## config.mk

```make
export PLATFORM = sky130hd
export DESIGN_NAME = periph_top
export DESIGN_NICKNAME = d
export VERILOG_FILES = /design/src/design/periph_pkg.sv /design/src/design/irq_gateway.sv /design/src/design/irq_target.sv /design/src/design/irq_timer.sv /design/src/design/periph_regs.sv /design/src/design/periph_top.sv
export VERILOG_INCLUDE_DIRS = /design/src /design/src/design
export SDC_FILE = /design/constraint.sdc
export NUM_CORES = 1
export LEC_CHECK = 0
export ABC_CLOCK_PERIOD_IN_PS = 19100
export BUFFER_PORTS_ARGS = -buffer_cell sky130_fd_sc_hd__clkbuf_2
export CAP_MARGIN = 20
export CORE_MARGIN = 8
export CORE_UTILIZATION = 55
export CTS_BUF_LIST = sky130_fd_sc_hd__clkbuf_4 sky130_fd_sc_hd__clkbuf_8
export CTS_CLUSTER_DIAMETER = 200
export CTS_CLUSTER_SIZE = 12
export DETAILED_ROUTE_END_ITERATION = 7
export PLACE_DENSITY_LB_ADDON = 0.05
export RECOVER_POWER = 50
export SYNTH_ARGS = -nofsm -noshare
export SYNTH_HDL_FRONTEND = slang
export SYNTH_SLANG_ARGS = --single-unit
export TNS_END_PERCENT = 30
```

## constraint.sdc

```tcl
create_clock -name clk_i -period 19.1 [get_ports clk_i]
set_input_delay 1.91 -clock clk_i [delete_from_list [all_inputs] [get_ports clk_i]]
set_output_delay 1.91 -clock clk_i [all_outputs]
set_load 0.05 [all_outputs]
```

## src/design/periph_settings.svh

```systemverilog
// Sizes, source numbers and register word map of the interrupt block, included where needed
`ifndef PERIPH_SETTINGS_SVH
`define PERIPH_SETTINGS_SVH

// --------------------
// Sizes
// --------------------
`define PERIPH_NUM_SOURCES 16
`define PERIPH_NUM_TARGETS 2
`define PERIPH_PRIO_W 3
`define PERIPH_TIMER_CNT 4
`define PERIPH_TIMER_W 16
`define PERIPH_REG_AW 6
`define PERIPH_DATA_W 32

// --------------------
// Source numbers
// --------------------
// Source 0 means no interrupt, 14 and 15 are reserved
`define SRC_UART 1
`define SRC_ETH 2
`define SRC_TIMER0 3
`define SRC_C2H 7
`define SRC_CLUSTER_EOC 8
`define SRC_MBOX 9
`define SRC_PWM0 10

// --------------------
// Register word addresses
// --------------------
`define REG_PRIO_BASE 0
`define REG_ENABLE_BASE 16
`define REG_THRESH_BASE 20
`define REG_CLAIM_BASE 24
`define REG_TIMER_CMP_BASE 32
`define REG_TIMER_EN 40

`endif

```

## src/design/periph_pkg.sv

```systemverilog
// Shared types of the interrupt block; modules import it in their headers
`default_nettype none

`include "periph_settings.svh"

package periph_pkg;

    // One bit per interrupt source
    typedef logic [`PERIPH_NUM_SOURCES-1:0] src_vec_t;

    // Per-source priority, 0 never fires
    typedef logic [`PERIPH_PRIO_W-1:0] prio_t;

    // Source number, 0 is "none"
    typedef logic [$clog2(`PERIPH_NUM_SOURCES)-1:0] src_id_t;

    // Register port
    typedef logic [`PERIPH_REG_AW-1:0] reg_addr_t;
    typedef logic [`PERIPH_DATA_W-1:0] reg_data_t;

    // Timer counter and compare value
    typedef logic [`PERIPH_TIMER_W-1:0] timer_val_t;

endpackage

`default_nettype wire

```

## src/design/irq_gateway.sv

```systemverilog
// Level-mode interrupt gateway; holds pending and in-flight bits between sources and targets
`timescale 1ns/1ns
`default_nettype none

`include "periph_settings.svh"

module irq_gateway
    import periph_pkg::*;
(
    input  logic     clk_i,
    input  logic     rst_n_i,
    input  src_vec_t src_i,
    input  logic     claim_valid_i,
    input  src_id_t  claim_id_i,
    input  logic     complete_valid_i,
    input  src_id_t  complete_id_i,
    output src_vec_t pending_o
);

    src_vec_t pending_q;
    src_vec_t inflight_q;
    src_vec_t claim_hit;
    src_vec_t complete_hit;

    // One-hot decode of claim and complete IDs
    always_comb begin
        claim_hit    = '0;
        complete_hit = '0;
        if (claim_valid_i) begin
            claim_hit[claim_id_i] = 1'b1;
        end
        if (complete_valid_i) begin
            complete_hit[complete_id_i] = 1'b1;
        end
    end

    // --------------------
    // Pending and in flight
    // --------------------
    // A held line re-arms only after its completion
    always_ff @(posedge clk_i or negedge rst_n_i) begin
        if (!rst_n_i) begin
            pending_q  <= '0;
            inflight_q <= '0;
        end else begin
            pending_q  <= (pending_q | (src_i & ~inflight_q)) & ~claim_hit;
            inflight_q <= (inflight_q & ~complete_hit) | claim_hit;
        end
    end

    assign pending_o = pending_q;

endmodule

`default_nettype wire

```

## src/design/irq_target.sv

```systemverilog
// Per-target arbiter; picks the best pending enabled source above threshold and drives the line
`timescale 1ns/1ns
`default_nettype none

`include "periph_settings.svh"

module irq_target
    import periph_pkg::*;
(
    input  logic                                 clk_i,
    input  logic                                 rst_n_i,
    input  src_vec_t                             pending_i,
    input  src_vec_t                             enable_i,
    input  prio_t [`PERIPH_NUM_SOURCES-1:0]      prio_i,
    input  prio_t                                thresh_i,
    output logic                                 irq_o,
    output src_id_t                              max_id_o
);

    src_vec_t active;
    prio_t    best_prio;
    src_id_t  best_id;
    src_id_t  max_id_q;

    assign active = pending_i & enable_i;

    // --------------------
    // Arbitration
    // --------------------
    // Starting from the threshold means only strictly higher priorities win;
    // strict compare also keeps the lowest number on a tie
    always_comb begin
        best_prio = thresh_i;
        best_id   = '0;
        for (int i = 1; i < `PERIPH_NUM_SOURCES; i++) begin
            if (active[i] && (prio_i[i] > best_prio)) begin
                best_prio = prio_i[i];
                best_id   = src_id_t'(i);
            end
        end
    end

    always_ff @(posedge clk_i or negedge rst_n_i) begin
        if (!rst_n_i) begin
            max_id_q <= '0;
        end else begin
            max_id_q <= best_id;
        end
    end

    // Line is high whenever a winner is held
    assign irq_o    = (max_id_q != '0);
    assign max_id_o = max_id_q;

endmodule

`default_nettype wire

```

## src/design/irq_timer.sv

```systemverilog
// Compare-match timer; each enabled channel pulses its interrupt once every cmp+1 cycles
`timescale 1ns/1ns
`default_nettype none

`include "periph_settings.svh"

module irq_timer
    import periph_pkg::*;
(
    input  logic                                   clk_i,
    input  logic                                   rst_n_i,
    input  timer_val_t [`PERIPH_TIMER_CNT-1:0]     cmp_i,
    input  logic [`PERIPH_TIMER_CNT-1:0]           en_i,
    output logic [`PERIPH_TIMER_CNT-1:0]           evt_o
);

    timer_val_t [`PERIPH_TIMER_CNT-1:0] cnt_q;
    logic [`PERIPH_TIMER_CNT-1:0]       evt_q;

    // --------------------
    // Channel counters
    // --------------------
    always_ff @(posedge clk_i or negedge rst_n_i) begin
        if (!rst_n_i) begin
            cnt_q <= '0;
            evt_q <= '0;
        end else begin
            for (int i = 0; i < `PERIPH_TIMER_CNT; i++) begin
                if (!en_i[i]) begin
                    // Disabled channel holds at zero
                    cnt_q[i] <= '0;
                    evt_q[i] <= 1'b0;
                end else if (cnt_q[i] == cmp_i[i]) begin
                    // Match, restart from zero
                    cnt_q[i] <= '0;
                    evt_q[i] <= 1'b1;
                end else begin
                    cnt_q[i] <= cnt_q[i] + 1'b1;
                    evt_q[i] <= 1'b0;
                end
            end
        end
    end

    // One-cycle pulse per match
    assign evt_o = evt_q;

endmodule

`default_nettype wire

```

## src/design/periph_regs.sv

```systemverilog
// Register block; decodes word addresses, stores configuration and issues claims and completes
`timescale 1ns/1ns
`default_nettype none

`include "periph_settings.svh"

module periph_regs
    import periph_pkg::*;
(
    input  logic                                    clk_i,
    input  logic                                    rst_n_i,
    input  logic                                    reg_valid_i,
    input  logic                                    reg_write_i,
    input  reg_addr_t                               reg_addr_i,
    input  reg_data_t                               reg_wdata_i,
    input  src_id_t [`PERIPH_NUM_TARGETS-1:0]       max_id_i,
    output reg_data_t                               reg_rdata_o,
    output logic                                    reg_ready_o,
    output prio_t [`PERIPH_NUM_SOURCES-1:0]         prio_o,
    output src_vec_t [`PERIPH_NUM_TARGETS-1:0]      enable_o,
    output prio_t [`PERIPH_NUM_TARGETS-1:0]         thresh_o,
    output timer_val_t [`PERIPH_TIMER_CNT-1:0]      timer_cmp_o,
    output logic [`PERIPH_TIMER_CNT-1:0]            timer_en_o,
    output logic                                    claim_valid_o,
    output src_id_t                                 claim_id_o,
    output logic                                    complete_valid_o,
    output src_id_t                                 complete_id_o
);

    prio_t [`PERIPH_NUM_SOURCES-1:0]     prio_q;
    src_vec_t [`PERIPH_NUM_TARGETS-1:0]  enable_q;
    prio_t [`PERIPH_NUM_TARGETS-1:0]     thresh_q;
    timer_val_t [`PERIPH_TIMER_CNT-1:0]  cmp_q;
    logic [`PERIPH_TIMER_CNT-1:0]        timer_en_q;
    logic                                ready_q;
    reg_data_t                           rdata_q;
    reg_data_t                           rd_data;
    logic                                rd_en;
    logic                                wr_en;
    logic [`PERIPH_NUM_SOURCES-1:0]      hit_prio;
    logic [`PERIPH_NUM_TARGETS-1:0]      hit_en;
    logic [`PERIPH_NUM_TARGETS-1:0]      hit_thr;
    logic [`PERIPH_NUM_TARGETS-1:0]      hit_claim;
    logic [`PERIPH_TIMER_CNT-1:0]        hit_cmp;
    logic                                hit_ten;

    assign rd_en = reg_valid_i & ~reg_write_i;
    assign wr_en = reg_valid_i & reg_write_i;

    // --------------------
    // Address decode
    // --------------------
    always_comb begin
        for (int i = 0; i < `PERIPH_NUM_SOURCES; i++) begin
            hit_prio[i] = (reg_addr_i == reg_addr_t'(`REG_PRIO_BASE + i));
        end
        for (int t = 0; t < `PERIPH_NUM_TARGETS; t++) begin
            hit_en[t]    = (reg_addr_i == reg_addr_t'(`REG_ENABLE_BASE + t));
            hit_thr[t]   = (reg_addr_i == reg_addr_t'(`REG_THRESH_BASE + t));
            hit_claim[t] = (reg_addr_i == reg_addr_t'(`REG_CLAIM_BASE + t));
        end
        for (int c = 0; c < `PERIPH_TIMER_CNT; c++) begin
            hit_cmp[c] = (reg_addr_i == reg_addr_t'(`REG_TIMER_CMP_BASE + c));
        end
        hit_ten = (reg_addr_i == reg_addr_t'(`REG_TIMER_EN));
    end

    // Read mux returns zero for unmapped words
    always_comb begin
        rd_data = '0;
        for (int i = 0; i < `PERIPH_NUM_SOURCES; i++) begin
            if (hit_prio[i]) begin
                rd_data = reg_data_t'(prio_q[i]);
            end
        end
        for (int t = 0; t < `PERIPH_NUM_TARGETS; t++) begin
            if (hit_en[t]) begin
                rd_data = reg_data_t'(enable_q[t]);
            end
            if (hit_thr[t]) begin
                rd_data = reg_data_t'(thresh_q[t]);
            end
            if (hit_claim[t]) begin
                rd_data = reg_data_t'(max_id_i[t]);
            end
        end
        for (int c = 0; c < `PERIPH_TIMER_CNT; c++) begin
            if (hit_cmp[c]) begin
                rd_data = reg_data_t'(cmp_q[c]);
            end
        end
        if (hit_ten) begin
            rd_data = reg_data_t'(timer_en_q);
        end
    end

    // --------------------
    // Claim and complete
    // --------------------
    // Issued in the access cycle so the gateway updates with the ready pulse
    always_comb begin
        claim_valid_o    = 1'b0;
        claim_id_o       = '0;
        complete_valid_o = 1'b0;
        complete_id_o    = '0;
        for (int t = 0; t < `PERIPH_NUM_TARGETS; t++) begin
            if (hit_claim[t] && rd_en && (max_id_i[t] != '0)) begin
                claim_valid_o = 1'b1;
                claim_id_o    = max_id_i[t];
            end
            if (hit_claim[t] && wr_en) begin
                complete_valid_o = 1'b1;
                complete_id_o    = reg_wdata_i[$bits(src_id_t)-1:0];
            end
        end
    end

    // --------------------
    // Storage
    // --------------------
    always_ff @(posedge clk_i or negedge rst_n_i) begin
        if (!rst_n_i) begin
            prio_q     <= '0;
            enable_q   <= '0;
            thresh_q   <= '0;
            cmp_q      <= '0;
            timer_en_q <= '0;
            ready_q    <= 1'b0;
            rdata_q    <= '0;
        end else begin
            ready_q <= reg_valid_i;
            // Read data is presented in the ready cycle
            rdata_q <= rd_en ? rd_data : '0;
            if (wr_en) begin
                for (int i = 0; i < `PERIPH_NUM_SOURCES; i++) begin
                    if (hit_prio[i]) begin
                        prio_q[i] <= reg_wdata_i[`PERIPH_PRIO_W-1:0];
                    end
                end
                for (int t = 0; t < `PERIPH_NUM_TARGETS; t++) begin
                    if (hit_en[t]) begin
                        enable_q[t] <= reg_wdata_i[`PERIPH_NUM_SOURCES-1:0];
                    end
                    if (hit_thr[t]) begin
                        thresh_q[t] <= reg_wdata_i[`PERIPH_PRIO_W-1:0];
                    end
                end
                for (int c = 0; c < `PERIPH_TIMER_CNT; c++) begin
                    if (hit_cmp[c]) begin
                        cmp_q[c] <= reg_wdata_i[`PERIPH_TIMER_W-1:0];
                    end
                end
                if (hit_ten) begin
                    timer_en_q <= reg_wdata_i[`PERIPH_TIMER_CNT-1:0];
                end
            end
        end
    end

    assign reg_ready_o = ready_q;
    assign reg_rdata_o = rdata_q;
    assign prio_o      = prio_q;
    assign enable_o    = enable_q;
    assign thresh_o    = thresh_q;
    assign timer_cmp_o = cmp_q;
    assign timer_en_o  = timer_en_q;

endmodule

`default_nettype wire

```

## src/design/periph_top.sv

```systemverilog
// Top level of the interrupt block; maps system lines to sources and links timer, gateway, targets
`timescale 1ns/1ns
`default_nettype none

`include "periph_settings.svh"

module periph_top
    import periph_pkg::*;
(
    input  logic                              clk_i,
    input  logic                              rst_n_i,
    input  logic                              reg_valid_i,
    input  logic                              reg_write_i,
    input  reg_addr_t                         reg_addr_i,
    input  reg_data_t                         reg_wdata_i,
    input  logic                              uart_irq_i,
    input  logic                              eth_irq_i,
    input  logic                              c2h_irq_i,
    input  logic                              cluster_eoc_i,
    input  logic                              irq_mbox_i,
    input  logic [3:0]                        pwm_irq_i,
    output reg_data_t                         reg_rdata_o,
    output logic                              reg_ready_o,
    output logic [`PERIPH_NUM_TARGETS-1:0]    irq_o
);

    src_vec_t                            irq_src;
    src_vec_t                            pending;
    logic [`PERIPH_TIMER_CNT-1:0]        timer_evt;
    timer_val_t [`PERIPH_TIMER_CNT-1:0]  timer_cmp;
    logic [`PERIPH_TIMER_CNT-1:0]        timer_en;
    prio_t [`PERIPH_NUM_SOURCES-1:0]     prio;
    src_vec_t [`PERIPH_NUM_TARGETS-1:0]  enable;
    prio_t [`PERIPH_NUM_TARGETS-1:0]     thresh;
    src_id_t [`PERIPH_NUM_TARGETS-1:0]   max_id;
    logic                                claim_valid;
    src_id_t                             claim_id;
    logic                                complete_valid;
    src_id_t                             complete_id;

    // --------------------
    // Source map
    // --------------------
    // Source 0 and the reserved numbers stay low
    always_comb begin
        irq_src                                     = '0;
        irq_src[`SRC_UART]                          = uart_irq_i;
        irq_src[`SRC_ETH]                           = eth_irq_i;
        irq_src[`SRC_TIMER0 +: `PERIPH_TIMER_CNT]   = timer_evt;
        irq_src[`SRC_C2H]                           = c2h_irq_i;
        irq_src[`SRC_CLUSTER_EOC]                   = cluster_eoc_i;
        irq_src[`SRC_MBOX]                          = irq_mbox_i;
        irq_src[`SRC_PWM0 +: 4]                     = pwm_irq_i;
    end

    periph_regs u_regs (
        .clk_i            (clk_i),
        .rst_n_i          (rst_n_i),
        .reg_valid_i      (reg_valid_i),
        .reg_write_i      (reg_write_i),
        .reg_addr_i       (reg_addr_i),
        .reg_wdata_i      (reg_wdata_i),
        .max_id_i         (max_id),
        .reg_rdata_o      (reg_rdata_o),
        .reg_ready_o      (reg_ready_o),
        .prio_o           (prio),
        .enable_o         (enable),
        .thresh_o         (thresh),
        .timer_cmp_o      (timer_cmp),
        .timer_en_o       (timer_en),
        .claim_valid_o    (claim_valid),
        .claim_id_o       (claim_id),
        .complete_valid_o (complete_valid),
        .complete_id_o    (complete_id)
    );

    irq_timer u_timer (
        .clk_i   (clk_i),
        .rst_n_i (rst_n_i),
        .cmp_i   (timer_cmp),
        .en_i    (timer_en),
        .evt_o   (timer_evt)
    );

    irq_gateway u_gateway (
        .clk_i            (clk_i),
        .rst_n_i          (rst_n_i),
        .src_i            (irq_src),
        .claim_valid_i    (claim_valid),
        .claim_id_i       (claim_id),
        .complete_valid_i (complete_valid),
        .complete_id_i    (complete_id),
        .pending_o        (pending)
    );

    // Machine target
    irq_target u_target_m (
        .clk_i     (clk_i),
        .rst_n_i   (rst_n_i),
        .pending_i (pending),
        .enable_i  (enable[0]),
        .prio_i    (prio),
        .thresh_i  (thresh[0]),
        .irq_o     (irq_o[0]),
        .max_id_o  (max_id[0])
    );

    // Supervisor target
    irq_target u_target_s (
        .clk_i     (clk_i),
        .rst_n_i   (rst_n_i),
        .pending_i (pending),
        .enable_i  (enable[1]),
        .prio_i    (prio),
        .thresh_i  (thresh[1]),
        .irq_o     (irq_o[1]),
        .max_id_o  (max_id[1])
    );

endmodule

`default_nettype wire

```

Word level (Yosys, flattened, before mapping)
Index checks and enable logic that the tools add are counted.
- add/subtract/negate cells: 4
- multiply operators: 0
- divide/modulo/power cells: 0
- order comparisons: 34
- equal/unequal tests: 30
- shift operators: 0
- mux-type cells: 116
- bitwise gates (word level): 13
- reduce and logical (&&, ||, !) cells: 66
- operators with widths (cell ; count):
    $mux 16 ; 22
    $mux 3 ; 52
    $gt 3x3->1 ; 30
    $mux 4 ; 20
    $add 16x1->16 const B ; 4
    $and 16x16->16 ; 4
    $eq 16x16->1 ; 4
    $reduce_and 2->1 ; 25
    $eq 6x4->1 const B ; 8
    $not 16->16 ; 3
    $logic_and 1x1->1 ; 38
    $eq 6x5->1 const B ; 6
    $or 16x16->16 ; 2
    $eq 6x6->1 const B ; 5
    $eq 6x3->1 const B ; 4
    $and 14x16->16 ; 1
    $mux 1 ; 16
    $eq 6x2->1 const B ; 2
    $lt 4x5->1 const B ; 2
    $demux 1 s4 ; 2
    $ge 4x1->1 const B ; 2
    $mux 2 ; 4
    $reduce_bool 4->1 ; 2
    $eq 6x1->1 const B ; 1
    other kinds (3) ; 4
- register bits after elaboration: 295
- latch bits: 0
- memory bits (writable): 0
- ROM bits: 0
- output and inout bits: 35
- memories: 0

Depth between registers and ports, before layout
Gate-level depths: netlist of the first run.
- depth in word-level cells: 45
- depth in mapped cells: 109
- mapped depth without buffers: 109

Modules after synthesis
From an unflattened synthesis of the first run, not the netlist that was laid out.
- cell total of the unflattened synthesis: 1896
- area total of the unflattened synthesis: 18255.0 um^2
- modules (own cells, without submodules) (module ; times used ; cells an instance ; area an instance (um^2) ; sequential area each (um^2)):
    periph_regs ; 1 ; 664 ; 8146.6 ; 4279.1
    irq_target ; 2 ; 346 ; 2347.3 ; 100.1
    irq_timer ; 1 ; 410 ; 4033.9 ; 1701.6
    irq_gateway ; 1 ; 129 ; 1376.3 ; 800.8
    periph_top ; 1 ; 1 ; 3.8 ; 0.0

Worst setup path before layout of the first run
Ideal clock, no wire load.
- path type: register -> register
- start: reg u_regs.prio_q (netlist bit u_regs.prio_o[4])
- end: reg u_target_s.max_id_q[3], in the netlist u_target_s.max_id_o[3]
- library setup time: 124 ps
- arrival: 18879 ps
- required time: 18976 ps
- slack: 97 ps
- stages on the path, launching flop included: 102
- buffers on the path: 0
- clock period less this slack: 19003 ps
- path through: dfrtp_1 ha_1 nor2b_4 o311a_2 nand2_1 nand2_1 o21ai_0 ha_1 nor2_1 a22oi_1 o21a_1 or3_1 and2_1 ha_1 nor2_1 nand3_1 a311oi_1 nor3_1 (+66 left out) or2_2 a2111oi_0 or2_2 nand2_1 o31a_1 ha_1 inv_1 a21o_1 a21oi_1 a311oi_1 mux2_2 ha_1 nor2b_1 o21a_1 o2111ai_1 nor2b_1 nand3_1 or2_1
- cells in the longest elaborated chain, start to end: 45
- RTL lines (item ; RTL line ; text):
    start, declared ; periph_regs.sv:30 ; prio_t [`PERIPH_NUM_SOURCES-1:0] prio_q;
    start signal, assigned by index ; periph_regs.sv:137 ; prio_q[i] <= reg_wdata_i[`PERIPH_PRIO_W-1:0];
    $gt 3x3->1 ; irq_target.sv:36 ; if (active[i] && (prio_i[i] > best_prio)) begin
    $logic_and 1x1->1 ; irq_target.sv:36 ;
    $mux 3 (*) ; irq_target.sv:36 ;
    $gt 3x3->1 ; irq_target.sv:36 ;
    $logic_and 1x1->1 ; irq_target.sv:36 ;
    $mux 3 (*) ; irq_target.sv:36 ;
    $gt 3x3->1 ; irq_target.sv:36 ;
    $logic_and 1x1->1 ; irq_target.sv:36 ;
    (+30 left out) ; - ;
    $mux 3 ; irq_target.sv:36 ;
    $gt 3x3->1 ; irq_target.sv:36 ;
    $logic_and 1x1->1 ; irq_target.sv:36 ;
    $mux 3 ; irq_target.sv:36 ;
    $gt 3x3->1 ; irq_target.sv:36 ;
    $logic_and 1x1->1 ; irq_target.sv:36 ;
    $mux 4 (*) ; irq_target.sv:36 ;
    via u_target_s.best_id[3] ; irq_target.sv:22 ; src_id_t best_id;
    end signal, assigned ; irq_target.sv:47 ; max_id_q <= best_id;
    end, declared ; irq_target.sv:23 ; src_id_t max_id_q;
The timed path passes the listed nets; every way through them passes the cells marked *.
A chain may end at the register's enable or synchronous reset.

Worst setup path in the final report of the first run
- start: reg u_regs.thresh_q (netlist bit u_regs.thresh_o[4])
- end: reg u_target_s.max_id_q[3], in the netlist u_target_s.max_id_o[3]
- cells in the longest elaborated chain, start to end: 45
- RTL lines (item ; RTL line ; text):
    start, declared ; periph_regs.sv:32 ; prio_t [`PERIPH_NUM_TARGETS-1:0] thresh_q;
    start signal, assigned by index ; periph_regs.sv:145 ; thresh_q[t] <= reg_wdata_i[`PERIPH_PRIO_W-1:0];
    $gt 3x3->1 ; irq_target.sv:36 ;
    $logic_and 1x1->1 ; irq_target.sv:36 ;
    $mux 3 (*) ; irq_target.sv:36 ;
    $gt 3x3->1 ; irq_target.sv:36 ;
    $logic_and 1x1->1 ; irq_target.sv:36 ;
    $mux 3 (*) ; irq_target.sv:36 ;
    $gt 3x3->1 ; irq_target.sv:36 ;
    $logic_and 1x1->1 ; irq_target.sv:36 ;
    (+30 left out) ; - ;
    $mux 3 ; irq_target.sv:36 ;
    $gt 3x3->1 ; irq_target.sv:36 ;
    $logic_and 1x1->1 ; irq_target.sv:36 ;
    $mux 3 ; irq_target.sv:36 ;
    $gt 3x3->1 ; irq_target.sv:36 ;
    $logic_and 1x1->1 ; irq_target.sv:36 ;
    $mux 4 (*) ; irq_target.sv:36 ;
    via u_target_s.best_id[3] ; irq_target.sv:22 ;
Marked as above.

==> results.toml, run 1 <==
[run_status]
status = "finished with violations"
violations = "capacitance limit, slew limit"

[routing]
drt_wl_total_um = 54100
drc = 0
drt_iter0_drc = 1359
ant_nets = 0
avgRoutedWirePerCell_um = 22.9
vias = 14915
vias_per_cell = 6.30
drt_first_pass_iters = 6

[sta]
hold_violations = 0
fin_tns_setup_ps = 0
relSlewSlack = -4.02
fmax_mhz = 53.2
final.period_utilization = 0.985
tightest_slew_ps = 7530
setup_viol = 0
worst_slack_ps = 293
finClkSkew_ps = 44.4
grt_setup_unrepaired = "true"
slew_viol_final = 280
fin_crit_ps = 18810

[critical_path]
r2r_cells = 107
cpMaxStageDelayCell = "or4b_4"
crit_path_end = "u_target_s.max_id_o[3]$_DFF_PN0_"
cp_common_cell = "buf_4"
timing.rr.end = "u_target_s.max_id_o[3]$_DFF_PN0_"
worstSetupPathType = "flip-flop to flip-flop"
cp-startpoint = "u_regs.thresh_o[4]$_DFFE_PN0P_"
crit_required_ps = 19550
cp_max_fo = 4
r2r-start = "u_regs.thresh_o[4]$_DFFE_PN0P_"
r2r_slack_ps = 290
critical-path-max-stage-delay_ps = 480
start_kind = "flip-flop"
end_kind = "flip-flop"
worstPathArrival_ps = 19250

[logic_synthesis]
ys_warn_count = 0
yosysUniqueCellTypes = 90
async_flop_share = 1.00
syn_area_um2 = 16900
synthTopCellsByArea = "dfrtp_1 (41%), mux2_2 (9.8%), xor2_1 (4.8%), nor2_1 (4.4%), nand2_1 (3.7%)"
synth_area_leader_cell = "dfrtp_1"
synth_top_area_frac = 0.406
synth_edf_count = 0
synth_seq_cells = 275
syn-instance-count = 1818
syn_area_per_cell_um2 = 9.32
ys_seq_area_frac = 0.406
synth_ff_type = "dfrtp_1"

[global_route]
grt_max_degree = 141
grtUsageTotal = 0.291
grt.overflow.total = 0
grt_pass1_wl_um = 83500
antenna_found_initial = 0
grt_pass1_vias = 14635

[cts]
cts_sinks = 275
cts_made_buffers = 26
htree_levels = 1
clk_latency_ps = 590
cts-root-buf = "clkbuf_8"
clock_path_buffers = 3
clkTransAtPathRegs_ps = 100
cts_tree = "built"

[floorplan]
dieArea_um2 = 36700
num_io_pins = 86
initial_core_util = 0.557
die_h_um = 191
rows = 64
die_x_um = 191
coreArea_um2 = 30400

[pwr]
p_clk_frac = 0.216
power_density_nw_per_um2 = 76.5
power_frac_seq = 0.453
switching_power_mw = 0.530
intPower_mw = 0.960
irDropWorstVdd_mv = 0.0623
total_power_mw = 1.49
p_leak_nw = 8.93
power.share.combinational = 0.331
sw_frac_of_total = 0.356

[finish]
fin_area_um2 = 19500
syn_to_final_growth_pct = 15.0
drive_gt1_frac = 0.249
final_common_cell = "dfrtp_1"
layout.nets = 2070
final_cell_mix = "dfrtp_1 (275), nor2_1 (177), nand2_1 (161)"
num_antenna_cells = 0

[hold_path]
min_path_cells = 1
hp-class = "flip-flop to flip-flop"

[placement]
port-buffer-count = 53
pre_cts_slack_ps = -835
place_congestion = 0.966
place_area_um2 = 18100
dp_hpwl_um = 40300

[flow_run]
drv_cap = 3
## kinds of logic after synthesis
logic type	Yosys count	synth area share
simple gates	629	0.174
mux	163	0.109
compound gates	434	0.176
xor+xnor	118	0.0610
other cells	1	0.000221
fa+ha+maj	49	0.0358
flops	275	0.406
buf+inv	149	0.0380
## Yosys cell counts, drive strengths merged (7+ instances only)
| library cell | count |
|---|---|
| mux2i | 13 |
| a21oi | 96 |
| clkbuf | 59 |
| o31ai | 10 |
| dfrtp | 275 |
| xor2 | 93 |
| a211oi | 13 |
| a31oi | 21 |
| o21ai | 109 |
| o21a | 11 |
| a22o | 7 |
| nor2 | 198 |
| nand3 | 79 |
| o22ai | 11 |
| or2 | 12 |
| or3 | 9 |
| and2 | 13 |
| nand2b | 11 |
| ha | 46 |
| o211ai | 12 |
| nor2b | 11 |
| a21o | 13 |
| nor3 | 30 |
| nand4 | 18 |
| xnor2 | 25 |
| nor4 | 24 |
| a22oi | 28 |
| buf | 27 |
| o221ai | 15 |
| mux2 | 148 |
| and3 | 43 |
| nand2 | 165 |
| inv | 63 |
## metal layers
layer,global-route usage,up-vias,share of wire
met1,0.385,7409,0.42
met3,0.0423,119,0.059
met4,0.102,0,0.036
li1,-,6889,-
met2,0.482,498,0.48
met5,0,-,0
## flip-flops by register name, summed over array words and instances (netlist names), 6 cells and up
register and cells:
u_gateway.pending_o 15, u_regs.reg_rdata_o 16, u_regs.prio_o 48, u_regs.timer_cmp_o 64, u_regs.enable_o 32, u_regs.thresh_o 6
u_gateway.inflight_q 13, u_timer.cnt_q 64
## power by group through the flow
stage | clock network, mW | registers [mW] | logic (mW)
2_1_floorplan | 0 | 0.657 | 0.286
3_3_place_gp | 0 | 0.682 | 0.397
3_5_place_dp | 0 | 0.683 | 0.404
4_1_cts | 0.332 | 0.672 | 0.421
5_1_grt | 0.350 | 0.680 | 0.533
6_report | 0.322 | 0.676 | 0.493
## per-stage QoR
stage / utilization / hold WS (ps) / std cells
global route: 0.640 / 494 / 2369
detailed placement: 0.595 / 466 / 2293
global placement: 0.595 / 461 / 2293
floorplan: - / 449 / 1833
finish: 0.640 / 485 / 2369
CTS: 0.617 / 485 / 2345
## what timing repair did
item                                    CTS  global route
resized for setup                        30           116
pin swaps                                14            88
hold buffers                              0             0
endpoints found under the setup margin    4             8
setup buffers                            24            24
## worst min-delay path by stage
stage / startpoint / to / slack, ps
after floorplan: u_gateway.inflight_q[8]$_DFF_PN0_ / u_gateway.inflight_q[8]$_DFF_PN0_ / 450
after global placement: u_gateway.inflight_q[10]$_DFF_PN0_ / u_gateway.inflight_q[10]$_DFF_PN0_ / 460
after detailed placement: u_gateway.inflight_q[8]$_DFF_PN0_ / u_gateway.inflight_q[8]$_DFF_PN0_ / 470
after CTS: u_gateway.inflight_q[8]$_DFF_PN0_ / u_gateway.inflight_q[8]$_DFF_PN0_ / 480
after global routing: u_gateway.inflight_q[8]$_DFF_PN0_ / u_gateway.inflight_q[8]$_DFF_PN0_ / 490
final: u_gateway.inflight_q[8]$_DFF_PN0_ / u_gateway.inflight_q[8]$_DFF_PN0_ / 480
## final cells by class
cell class,count,area [µm²]
clock buffers,28,379
fillers,2606,11000
inverters,63,236
multi-input cells,1409,10200
flip-flops and latches,275,6880
well taps,396,495
repair buffers,198,1310
## worst max-delay path, delay by kind of cell, from the launching register on
| kind | cells | cell delay [ps] |
|---|---|---|
| flip-flops | 1 | 400 |
| AND/OR/NAND/NOR | 35 | 4540 |
| multiplexers | 3 | 760 |
| adder cells (fa/ha/maj) | 16 | 4220 |
| buffers and inverters | 14 | 1460 |
| AO/OA/AOI/OAI | 39 | 7270 |
Note: power is estimated with default switching activity, not from simulation.
==> inputs of run 2 (changes only) <==
Settings changed: SYNTH_HIERARCHICAL from default to 1.
==> results.toml, run 2 <==
[run_status]
violations = "capacitance limit, slew limit, setup timing"
status = "finished with violations"

[hold_path]
min-delay-start = "u_gateway/inflight_q[2]$_DFF_PN0_"
hp-class = "flip-flop to flip-flop"

[critical_path]
end_kind = "flip-flop"
start_kind = "flip-flop"
cp-startpoint = "u_regs/prio_o[4]$_DFFE_PN0P_"
worstPathArrival_ps = 20480
crit_required_ps = 19570
critical-path-max-stage-delay_ps = 520
crit_buf_inv = 10
critPathTopFamily = "compound AO/OA/AOI/OAI gates"
cpMaxStageDelayCell = "or4b_4"
cp_max_fo = 5
worstSetupPathType = "flip-flop to flip-flop"
r2r-start = "u_regs/prio_o[4]$_DFFE_PN0P_"
cp_common_cell = "ha_4"

[finish]
syn_to_final_growth_pct = 18.5
final_cell_mix = "dfrtp_1 (275), buf_4 (216), nor2_1 (170)"
layout.nets = 2231
drive_gt1_frac = 0.320
multi_input_area_um2 = 11400
fillers = 2715
seqCellArea_um2 = 6930
final_common_cell = "dfrtp_1"
final_util = 0.662
fin_area_um2 = 21500

[global_route]
grt.overflow.total = 0
antenna_found_initial = 2
grtUsageTotal = 0.294
grt_pass1_wl_um = 89900
grt_max_degree = 83
grt_pass1_vias = 15355

[logic_synthesis]
syn_area_um2 = 18200
ys_warn_count = 6
syn_area_per_cell_um2 = 9.63
syn-instance-count = 1888

[pwr]
irDropWorstVdd_mv = 0.0769
sw_frac_of_total = 0.353
switching_power_mw = 0.533
power.share.combinational = 0.324
power_frac_seq = 0.455
power_density_nw_per_um2 = 70.0
p_clk_frac = 0.222
total_power_mw = 1.51
p_leak_nw = 9.24
intPower_mw = 0.975

[floorplan]
rows = 66
dieArea_um2 = 39100
die_x_um = 198
coreArea_um2 = 32500
num_io_pins = 86
die_h_um = 198
initial_core_util = 0.559

[cts]
htree_levels = 1
cts_sinks = 277
clock_path_buffers = 3
cts_tree = "built"
cts-root-buf = "clkbuf_8"
clk_latency_ps = 630
cts_made_buffers = 27
clkTransAtPathRegs_ps = 80
cts-hold-fix-buffers = 0

[placement]
port-buffer-count = 53
place_area_um2 = 20100
dp_hpwl_um = 43800
place_congestion = 0.923

[routing]
drt_iter0_drc = 1392
drt_first_pass_iters = 6
vias_per_cell = 6.32
vias = 16285
drc = 0
avgRoutedWirePerCell_um = 23.2
ant_nets = 0
drt_wl_total_um = 59700

[sta]
slew_viol_final = 280
grt_setup_unrepaired = "true"
fin_crit_ps = 20010
tightest_slew_ps = 3960
setup_viol = 8
worst_slack_ps = -914
fmax_mhz = 50.0
fin_tns_setup_ps = -6400
finClkSkew_ps = 45.2
final.period_utilization = 1.05
hold_violations = 0
relSlewSlack = -1.64

[flow_run]
drv_cap = 8
-- run 2: final timing paths --
path / endpoint / slack [ps] / cells after the start
hold reg to reg: u_gateway/inflight_q[2]$_DFF_PN0_ / 500 / 2
hold / removal: u_gateway/inflight_q[2]$_DFF_PN0_ / 500 / 2
max in group asynchronous: u_regs/timer_cmp_o[38]$_DFFE_PN0P_ / 11300 / 3
setup / recovery: u_target_m/max_id_o[2]$_DFF_PN0_ / -910 / 110
min in group asynchronous: u_regs/prio_o[22]$_DFFE_PN0P_ / 2640 / 1
setup reg to reg: u_target_m/max_id_o[2]$_DFF_PN0_ / -910 / 110
-- run 2: cell type report --
type	instances	area share
Timing Repair Buffer	275	0.0892
Clock buffer	28	0.0176
Multi-Input combinational cell	1476	0.531
Tap cell	442	0.0257
Clock inverter	2	0.00105
Inverter	77	0.0134
Sequential cell	277	0.322
Antenna cell	1	0.000116
-- run 2: power by group through the flow --
stage                     clock network, mW  registers [mW]  logic, mW
after detailed placement                  0           0.694      0.413
after global routing                  0.366           0.690      0.525
after CTS                             0.345           0.683      0.437
after global placement                    0           0.693      0.405
final                                 0.334           0.686      0.488
after floorplan                           0           0.670      0.280
-- run 2: layer usage --
metal / global-route usage / wire [µm] / up-vias
met2: 0.442 / 26300 / 650
met1: 0.435 / 27100 / 8142
met4: 0.0810 / 1670 / 4
met5: 0 / 26 / -
met3: 0.0430 / 4580 / 103
li1: - / - / 7386
-- run 2: worst reg2reg max path, delay by kind of cell, from the launching register on --
kind	cells	cell delay, ps
AO/OA/AOI/OAI	39	6770
adder cells (fa/ha/maj)	18	4610
buffers and inverters	10	1210
flip-flops	1	420
multiplexers	5	1430
AND/OR/NAND/NOR	38	5410
-- run 2: through the flow --
stage / setup slack [ps] / hold slack (ps) / std cells
floorplan: -0.563 / 453 / 1904
global placement: -1150 / 467 / 2463
detailed placement: -1580 / 476 / 2464
CTS: -805 / 496 / 2541
global route: -1830 / 513 / 2577
finish: -914 / 496 / 2578
-- run 2: what timing repair did --
action	in CTS	in global routing
buffers inserted	47	35
resized for setup	29	82
pin swaps	62	109
cloned	0	0
endpoints found under the setup margin	8	8
